`config.mk`:
```
export PLATFORM = sky130hd
export DESIGN_NAME = shiftUnit
export DESIGN_NICKNAME = d
export VERILOG_FILES = /design/src/shiftPkg.sv /design/src/shiftBus.sv /design/src/shiftStage.sv /design/src/shiftIssue.sv /design/src/shiftPipe.sv /design/src/shiftRetire.sv /design/src/shiftUnit.sv
export SDC_FILE = /design/constraint.sdc
export NUM_CORES = 1
export LEC_CHECK = 0
export ABC_CLOCK_PERIOD_IN_PS = 1840
export BUFFER_PORTS_ARGS = -buffer_cell sky130_fd_sc_hd__buf_2
export CAP_MARGIN = 20
export CELL_PAD_IN_SITES_DETAIL_PLACEMENT = 2
export CELL_PAD_IN_SITES_GLOBAL_PLACEMENT = 2
export CORE_ASPECT_RATIO = 2
export CORE_MARGIN = 2
export CORE_UTILIZATION = 35
export DETAILED_ROUTE_END_ITERATION = 12
export HOLD_SLACK_MARGIN = 0.03
export MAX_ROUTING_LAYER = met4
export PLACE_DENSITY = 0.85
export SYNTH_ARGS = -nofsm -noshare
export SYNTH_HDL_FRONTEND = slang
export SYNTH_SLANG_ARGS = --single-unit
```
`constraint.sdc`:
```
create_clock -name clk -period 1.84 [get_ports clk]
set_clock_uncertainty 0.2 [all_clocks]
set_input_delay 0.276 -clock clk [delete_from_list [all_inputs] [get_ports clk]]
set_output_delay 0.276 -clock clk [all_outputs]
set_load 0.005 [all_outputs]
```
`src/shiftPkg.sv`:
```
// 16-bit words only and no arithmetic right shift, op codes follow the shifter mux order
package shiftPkg;

  // Datapath widths
  localparam int WordWidth = 16;
  localparam int OpWidth   = 2;
  localparam int AmtWidth  = 4;

  // Data operand and shift result
  typedef logic [WordWidth-1:0] wordT;

  // Operation code
  typedef logic [OpWidth-1:0] shiftOpT;

  // Shift amount, 0 to 15
  typedef logic [AmtWidth-1:0] shiftAmtT;

  // Operation encodings
  // Rotate left
  localparam shiftOpT OpRotL   = 2'b00;
  // Shift left, zero fill from bit 0
  localparam shiftOpT OpShiftL = 2'b01;
  // Rotate right
  localparam shiftOpT OpRotR   = 2'b10;
  // Logical shift right, zero fill from the top bit
  localparam shiftOpT OpShiftR = 2'b11;

  // Input strobe to output strobe, in clock cycles
  // Issue, register A, register B and retire
  localparam int PipeLatency = 4;

endpackage

```
`src/shiftBus.sv`:
```
// Data fields are only meaningful while vld is high, and vld is never held back
`timescale 1ns/1ps

interface shiftBus
  import shiftPkg::*;
();

  // One-cycle strobe per operation
  logic     vld;

  // Operand or partially shifted value
  wordT     value;

  // Operation code, carried along with the data
  shiftOpT  op;

  // Original shift amount
  // Not needed downstream of the shifter
  shiftAmtT amt;

  // Producer side
  modport src (
    output vld, value, op, amt
  );

  // Consumer side
  modport dst (
    input vld, value, op, amt
  );

endinterface

```
`src/shiftStage.sv`:
```
// Dist must lie between 1 and WordWidth-1, the stage is purely combinational
`timescale 1ns/1ps

module shiftStage
  import shiftPkg::*;
#(
  // Fixed shift distance of this stage
  parameter int Dist = 1
) (
  input  wordT    inValue,
  input  shiftOpT op,
  input  logic    sel,
  output wordT    outValue
);

  // Result of the selected operation by Dist
  wordT shifted;

  always_comb begin
    shifted = inValue;
    case (op)
      OpRotL: begin
        // Top bits wrap into the bottom
        shifted = (inValue << Dist) | (inValue >> (WordWidth - Dist));
      end
      OpShiftL: begin
        shifted = inValue << Dist;
      end
      OpRotR: begin
        // Bottom bits wrap into the top
        shifted = (inValue >> Dist) | (inValue << (WordWidth - Dist));
      end
      OpShiftR: begin
        // Logical, so no sign fill
        shifted = inValue >> Dist;
      end
      default: begin
        shifted = inValue;
      end
    endcase
  end

  // Pass through unchanged when this amount bit is clear
  assign outValue = sel ? shifted : inValue;

endmodule

```
`src/shiftIssue.sv`:
```
// Operands are captured only on a strobe, so idle cycles hold the last operation
`timescale 1ns/1ps

module shiftIssue
  import shiftPkg::*;
(
  input  logic     clk,
  input  logic     rstN,
  input  logic     inVld,
  input  wordT     inValue,
  input  shiftOpT  inOp,
  input  shiftAmtT inAmt,
  shiftBus.src     issue
);

  // Strobe is sampled every cycle
  // No back-pressure, so nothing can hold it
  always_ff @(posedge clk or negedge rstN) begin
    if (!rstN) begin
      issue.vld <= 1'b0;
    end else begin
      issue.vld <= inVld;
    end
  end

  // Operand capture
  // Isolates top-level input timing from the first shift stages
  always_ff @(posedge clk or negedge rstN) begin
    if (!rstN) begin
      issue.value <= '0;
      issue.op    <= OpRotL;
      issue.amt   <= '0;
    end else if (inVld) begin
      issue.value <= inValue;
      issue.op    <= inOp;
      issue.amt   <= inAmt;
    end
  end

endmodule

```
`src/shiftPipe.sv`:
```
// Two register stages, each after a pair of shift stages, with one operation accepted per cycle
`timescale 1ns/1ps

module shiftPipe
  import shiftPkg::*;
(
  input  logic clk,
  input  logic rstN,
  shiftBus.dst up,
  shiftBus.src down
);

  // Between stage 1 and stage 2
  wordT     by1Value;
  // Into register A
  wordT     by2Value;

  // Register A
  logic     aVld;
  wordT     aValue;
  shiftOpT  aOp;
  // Upper bits drive the 4 and 8 stages
  // Lower bits only ride along for the downstream amt field
  shiftAmtT aAmt;

  // After stage 4
  wordT     by4Value;
  // Final value into register B
  wordT     by8Value;

  // First half, distances 1 and 2
  shiftStage #(.Dist(1)) i_stage1 (
    .inValue (up.value),
    .op      (up.op),
    .sel     (up.amt[0]),
    .outValue(by1Value)
  );

  shiftStage #(.Dist(2)) i_stage2 (
    .inValue (by1Value),
    .op      (up.op),
    .sel     (up.amt[1]),
    .outValue(by2Value)
  );

  // Register A
  always_ff @(posedge clk or negedge rstN) begin
    if (!rstN) begin
      aVld   <= 1'b0;
      aValue <= '0;
      aOp    <= OpRotL;
      aAmt   <= '0;
    end else begin
      aVld <= up.vld;
      if (up.vld) begin
        aValue <= by2Value;
        aOp    <= up.op;
        aAmt   <= up.amt;
      end
    end
  end

  // Second half, distances 4 and 8
  shiftStage #(.Dist(4)) i_stage4 (
    .inValue (aValue),
    .op      (aOp),
    .sel     (aAmt[2]),
    .outValue(by4Value)
  );

  shiftStage #(.Dist(8)) i_stage8 (
    .inValue (by4Value),
    .op      (aOp),
    .sel     (aAmt[3]),
    .outValue(by8Value)
  );

  // Register B, drives the retire side
  always_ff @(posedge clk or negedge rstN) begin
    if (!rstN) begin
      down.vld   <= 1'b0;
      down.value <= '0;
      down.op    <= OpRotL;
      down.amt   <= '0;
    end else begin
      down.vld <= aVld;
      if (aVld) begin
        down.value <= by8Value;
        down.op    <= aOp;
        down.amt   <= aAmt;
      end
    end
  end

endmodule

```
`src/shiftRetire.sv`:
```
// Flags are decoded from the registered result and are valid only while outVld is high
`timescale 1ns/1ps

module shiftRetire
  import shiftPkg::*;
(
  input  logic clk,
  input  logic rstN,
  shiftBus.dst res,
  output logic outVld,
  output wordT outValue,
  output logic outZero,
  output logic outNeg
);

  // Result strobe, one per issued operation
  always_ff @(posedge clk or negedge rstN) begin
    if (!rstN) begin
      outVld <= 1'b0;
    end else begin
      outVld <= res.vld;
    end
  end

  // Result value
  // Held between strobes
  always_ff @(posedge clk or negedge rstN) begin
    if (!rstN) begin
      outValue <= '0;
    end else if (res.vld) begin
      outValue <= res.value;
    end
  end

  // Zero flag, whole word clear
  assign outZero = (outValue == '0);

  // Negative flag is just the top bit
  assign outNeg = outValue[WordWidth-1];

endmodule

```
`src/shiftUnit.sv`:
```
// Fixed latency of PipeLatency cycles with no stall input, so every strobe returns exactly once
`timescale 1ns/1ps

module shiftUnit
  import shiftPkg::*;
(
  input  logic     clk,
  input  logic     rstN,
  input  logic     inVld,
  input  wordT     inValue,
  input  shiftOpT  inOp,
  input  shiftAmtT inAmt,
  output logic     outVld,
  output wordT     outValue,
  output logic     outZero,
  output logic     outNeg
);

  // Issue register to shifter
  shiftBus issueBus ();
  // Shifter to retire stage
  shiftBus pipeBus ();

  shiftIssue i_shiftIssue (
    .clk    (clk),
    .rstN   (rstN),
    .inVld  (inVld),
    .inValue(inValue),
    .inOp   (inOp),
    .inAmt  (inAmt),
    .issue  (issueBus.src)
  );

  // Two cycles through the barrel shifter
  shiftPipe i_shiftPipe (
    .clk (clk),
    .rstN(rstN),
    .up  (issueBus.dst),
    .down(pipeBus.src)
  );

  shiftRetire i_shiftRetire (
    .clk     (clk),
    .rstN    (rstN),
    .res     (pipeBus.dst),
    .outVld  (outVld),
    .outValue(outValue),
    .outZero (outZero),
    .outNeg  (outNeg)
  );

endmodule

```
Yosys cells after proc, flatten, opt, wreduce, memory -nomap -nowiden
Index checks and enable logic that the tools add are counted.
{"block": "classes", "n_reduce_logical": 4, "order_cmp": 0, "div_mod_pow": 0, "mul": 0, "n_eq_ne": 6, "bitwise": 7, "mux": 8, "shifts": 0, "addsub": 0}
{"operator": "case mux 16 bit (4 select lines)", "count": 3}
{"operator": "2-to-1 mux 16 bit", "count": 4}
{"operator": "case mux 16 bit (3 select lines)", "count": 1}
{"operator": "logical NOT 16 bit", "count": 1}
{"operator": "OR 12 x 16 -> 16 bit", "count": 1}
{"operator": "OR 14 x 16 -> 16 bit", "count": 1}
{"operator": "OR 15 x 16 -> 16 bit", "count": 1}
{"operator": "OR 16 x 1 -> 16 bit", "count": 1}
{"operator": "OR 16 x 2 -> 16 bit", "count": 1}
{"operator": "OR 16 x 4 -> 16 bit", "count": 1}
{"operator": "OR 8 x 16 -> 16 bit", "count": 1}
{"operator": "equality test 2 bit (second input constant)", "count": 4}
{"operator": "equality test 2 x 1 -> 1 bit (second input constant)", "count": 2}
{"operator": "logical NOT 2 bit", "count": 2}
{"operator": "OR reduction 2 bit", "count": 1}
{"block": "word_totals", "latch_bits": 0, "wordCells": 37, "reg_bits": 80, "n_memories": 0, "out_inout_bits": 19, "ramBits": 0, "mem_bits_ro": 0}

Logic depth before layout (Yosys ltp)
{"block": "logic_depth", "depth_word": 6, "depth_mapped": 6, "ltp_nobuf": 4}

Hierarchy
A second synthesis with hierarchy kept.
{"block": "hier_totals", "hier_cells": 410, "hier_area_um2": 4679.5}
{"mod": "shiftPipe", "area_per_inst_um2": 1691.6, "cells_each": 94, "n_inst": 1, "seq_area_each_um2": 1151.1}
{"mod": "shiftIssue", "area_per_inst_um2": 845.8, "cells_each": 47, "n_inst": 1, "seq_area_each_um2": 575.6}
{"mod": "shiftRetire", "area_per_inst_um2": 715.7, "cells_each": 41, "n_inst": 1, "seq_area_each_um2": 425.4}
{"mod": "shiftStage at i_shiftPipe.i_stage8", "area_per_inst_um2": 365.4, "cells_each": 55, "n_inst": 1, "seq_area_each_um2": 0.0}
{"mod": "shiftStage at i_shiftPipe.i_stage4", "area_per_inst_um2": 364.1, "cells_each": 61, "n_inst": 1, "seq_area_each_um2": 0.0}
{"mod": "shiftStage at i_shiftPipe.i_stage2", "area_per_inst_um2": 352.8, "cells_each": 57, "n_inst": 1, "seq_area_each_um2": 0.0}
{"mod": "shiftStage at i_shiftPipe.i_stage1", "area_per_inst_um2": 344.1, "cells_each": 55, "n_inst": 1, "seq_area_each_um2": 0.0}

Least setup slack after synthesis
Ideal clock, no wire load.
{"block": "synth_timing", "kind": "reg-to-reg", "startpoint": "register i_shiftIssue.issue.amt[0]", "endpoint": "register i_shiftPipe.aValue[12]", "slack_ps": 101, "synth_period_minus_slack_ps": 1739, "stages_incl_launch_ff": 5, "arrival_ps": 1402, "cell_sequence": "dfrtp_1 > buf_6 > mux4_2 > a221oi_2 > a21oi_1"}
{"block": "synth_between", "elab_chain_len": 4, "word_cells_on_any_way": 5, "classes_between": "3 x mux; 2 x bitwise"}
{"item": "from (decl)", "line": "shiftBus.sv:23", "text": "output vld, value, op, amt"}
{"item": "from (signal assigned)", "line": "shiftIssue.sv:36", "text": "issue.amt <= inAmt;"}
{"item": "2-to-1 mux 16 bit (*)", "line": "shiftStage.sv:44", "text": "assign outValue = sel ? shifted : inValue;"}
{"item": "OR 14 x 16 -> 16 bit or OR 16 x 2 -> 16 bit (tied branches)", "line": "shiftStage.sv:31, shiftStage.sv:24"}
{"item": "case mux 16 bit (4 select lines)", "line": "shiftStage.sv:21", "text": "case (op)"}
{"item": "2-to-1 mux 16 bit (*)", "line": "shiftStage.sv:44"}
{"item": "to (signal assigned)", "line": "shiftPipe.sv:56", "text": "aValue <= by2Value;"}
{"item": "to (decl)", "line": "shiftPipe.sv:20", "text": "wordT aValue;"}
Mark *: on every way between the ends. The rest lies on a longest branch, timed or not.
A chain may end at the register's enable or synchronous reset.

Final worst setup path
{"block": "layout_timing", "startpoint": "register i_shiftIssue.issue.amt[0]", "endpoint": "register i_shiftPipe.aValue[11]"}
Same word-level chain as after synthesis.

==> flow_summary.toml <==
[run_status]
run_status = "complete, but fails checks"
violations = "setup timing"

[setup_path]
critical_path_class = "flop to flop"
worstPathRequired_ns = 1.86
critPathCaptureType = "flop"
crit_path_start_kind = "flop"
cp_max_fo = 7
arrival_ns = 1.91
rr_worst_depth = 4

[place]
io_buffers = 43
place.gp.congestion = 0.917
hpwl_mm = 10.3
dpl-instance-area_um2 = 4800

[drt]
wl_met1_mm = 4.46
finalWirelength_mm = 14.5
dr.pass1.iters = 4
via_per_inst = 5.63
post-route-drc-count = 0
route.met3.wl_um = 300
ant_nets = 0
top_layer_used = "met4"
first_iter_violations = 68
vias = 3550
dr_wl_met2_mm = 9.10
drt-wirelength-per-cell_um = 23.0

[floorplanning]
die_h_um = 159
pin_count = 44
die_x_um = 81.5
rows = 56
die-area_um2 = 13000
start_util_pct = 35.9
core-area_um2 = 11700

[grt]
grt_max_degree = 38
grt_overflow_total = 0
track_usage_pct = 24.3
grt_pass1_vias = 4065
antenna_found_initial = 0
grt_first_pass_wirelength_mm = 22.5

[synth]
synthAdderAreaFrac_pct = 0
yosys_most_used_dff = "dfrtp_1"
synth-xor-area-share_pct = 0
syn_nets = 414
postSynthCellCount = 389
synth.distinct_cells = 39
synth-async-reset-ratio_pct = 100
ys_seq_area_share_pct = 46.4
syn-cell-area_um2 = 4200
synth_compound_area_share_pct = 14.6
synth_mux_area_share_pct = 23.3
ys_seq_elements = 78
synth_edf_count = 0
synth_top_family_by_area = "multiplexers"
synth_area_per_cell_um2 = 10.8
yosys.area_share.simple_pct = 10.8
ys_warn_count = 0

[final_layout]
fin_nets = 506
area_growth_pct = 33.3
layout-drive-gt1-share_pct = 38.1
diodes = 0
design_area_um2 = 5600

[sta]
finalCritPeriodShare_pct = 103
rsz0062_at_grt = "true"
setup_viol = 3
max_freq_ghz = 0.528
totalNegativeSetupSlack_ns = -0.121
finalWorstSetupSlack_ns = -0.0532
slew_viol_final = 0
post-route-min-period_ns = 1.89
hold_viol = 0
whs_ns = 0.164
worst_slew_margin_rel_pct = 63.4
tightestPinTransition_ns = 0.547

[clocking]
htreeDepth = 3
numCtsBuffers = 9
clk_pin_slew_worst_paths_ns = 0.06
insertion_delay_ns = 0.35
clockRootBuffer = "clkbuf_16"
cts_tree = "done"
clock_path_buffers = 2
clkSinkCount = 78

[pwr]
powerDensity_nw_per_um2 = 1110
p_leak_nw = 2.44
vdd_ir_drop_max_mv = 0.517

[min_path]
worstHoldPathType = "primary input to async pin"

[job]
maxCapViolations = 0
==> layout by cell type (no fill, tap or decap), drive strengths merged, types with 2 or more instances in the layout <==
cell | netlist | final
clkbuf | 11 | 11
a221oi | 10 | 10
nand2b | 8 | 8
bufinv | 0 | 2
inv | 15 | 15
nor4 | 4 | 4
mux2i | 27 | 27
a221o | 3 | 3
and2 | 2 | 2
clkinvlp | 0 | 2
o211ai | 5 | 5
a21oi | 26 | 26
nand3 | 2 | 2
o21ai | 19 | 19
buf | 18 | 87
a211o | 2 | 2
dlygate4sd3 | 0 | 23
mux2 | 43 | 43
o221ai | 4 | 4
nand2 | 24 | 24
or3b | 4 | 4
mux4 | 10 | 10
dfrtp | 78 | 78
a22oi | 10 | 10
nand3b | 4 | 4
o22ai | 2 | 2
nor2 | 34 | 34
nor2b | 10 | 10
a31oi | 10 | 10
==> flip-flops by register name, summed over array words and instances (netlist names), 2 cells and up <==
name and count:
i_shiftRetire.outValue 16, i_shiftPipe.aValue 16, i_shiftIssue.issue.op 2, i_shiftIssue.issue.amt 4, i_shiftIssue.issue.value 16, i_shiftPipe.down.value 16
i_shiftPipe.aAmt 2, i_shiftPipe.aOp 2
==> worst paths after layout <==
kind / from / end / slack [ns]
worst max-delay path: i_shiftIssue.issue.amt[0]$_DFFE_PN0P_ / i_shiftPipe.aValue[11]$_DFFE_PN0P_ / -0.05
worst min-delay path: rstN / i_shiftIssue.issue.value[0]$_DFFE_PN0P_ / 0.16
worst max register to register: i_shiftIssue.issue.amt[0]$_DFFE_PN0P_ / i_shiftPipe.aValue[11]$_DFFE_PN0P_ / -0.05
worst min register to register: i_shiftPipe.down.value[13]$_DFFE_PN0P_ / i_shiftRetire.outValue[13]$_DFFE_PN0P_ / 0.31
max in group asynchronous: rstN / i_shiftPipe.aValue[3]$_DFFE_PN0P_ / 0.69
min in group clk: inVld / i_shiftIssue.issue.vld$_DFF_PN0_ / 0.26
==> layout make-up <==
cell class                 count  area (µm²)
multi-input combinational    267        2220
tap                          145         181
fill                        1175        6100
sequential                    78        1960
clock buffer                  11         233
clock inverter                 5        83.8
inverter                      15        56.3
timing repair buffer         110         868
==> synthesized netlist by cell type, types with 2 or more instances <==
cell,count,area (µm²)
a21oi_1,26,130
a31oi_1,10,62.6
o221ai_1,4,35.0
o211ai_1,5,37.5
nand2_1,24,90.1
nor4_1,4,25.0
mux2_2,42,473
nand3_1,2,10.0
nor2b_1,10,62.6
nor2_1,33,124
a211o_1,2,17.5
or3b_2,4,35.0
a221o_1,3,30.0
buf_1,4,15.0
o21ai_0,18,90.1
clkbuf_1,10,37.5
inv_1,15,56.3
nand2b_1,8,50.1
a221oi_1,9,78.8
nand3b_1,4,30.0
mux2i_1,27,270
o22ai_1,2,12.5
buf_4,5,37.5
dfrtp_1,78,1950
buf_2,8,40.0
mux4_2,10,225
a22oi_1,10,75.1
==> timing repair <==
item                                    in CTS  in global routing
endpoints found under the setup margin       8                 24
gates cloned                                 1                  0
hold endpoints to repair                   100                  0
buffers inserted                             3                  3
hold buffers                                23                  0
resized for setup                           15                 23
pin swaps                                    2                  5
==> stage by stage <==
stage               total power, W  setup WS [ns]  std cells  util, %
floorplan                  0.00331          0.101        389        -
finish                     0.00624        -0.0532        631     47.9
CTS                        0.00618        -0.0730        628     46.8
detailed placement         0.00407        -0.0724        586     41.1
global route               0.00657         -0.131        631     47.9
global placement           0.00396        -0.0151        586     41.1
==> critical path: stages (launching register included) <==
cell and delay, ns:
dfrtp_2 0.47, buf_12 0.16, mux4_2 0.54, a221oi_4 0.28
a21oi_1 0.12
==> power breakdown <==
part / internal [W] / total [W] / leakage, nW / switching [W]
Sequential: 0.00208 / 0.00250 / 0.932 / 0.000427
Combinational: 0.000946 / 0.00182 / 1.36 / 0.000870
Clock: 0.00119 / 0.00192 / 0.146 / 0.000725
Total: 0.00421 / 0.00624 / 2.44 / 0.00202
==> metal layers <==
metal	track usage, %	vias up
met2	47.5	78
met1	21.6	1826
met4	11.4	0
li1	-	1611
met3	2.78	35
met5	-	-
==> kinds of logic after synthesis <==
| kind of cell | Yosys count |
|---|---|
| AOI/OAI and AO/OA | 94 |
| buffers and inverters | 44 |
| DFF | 78 |
| muxes | 80 |
| and+or+nand+nor | 93 |
Power figures use the tool's default switching activity.
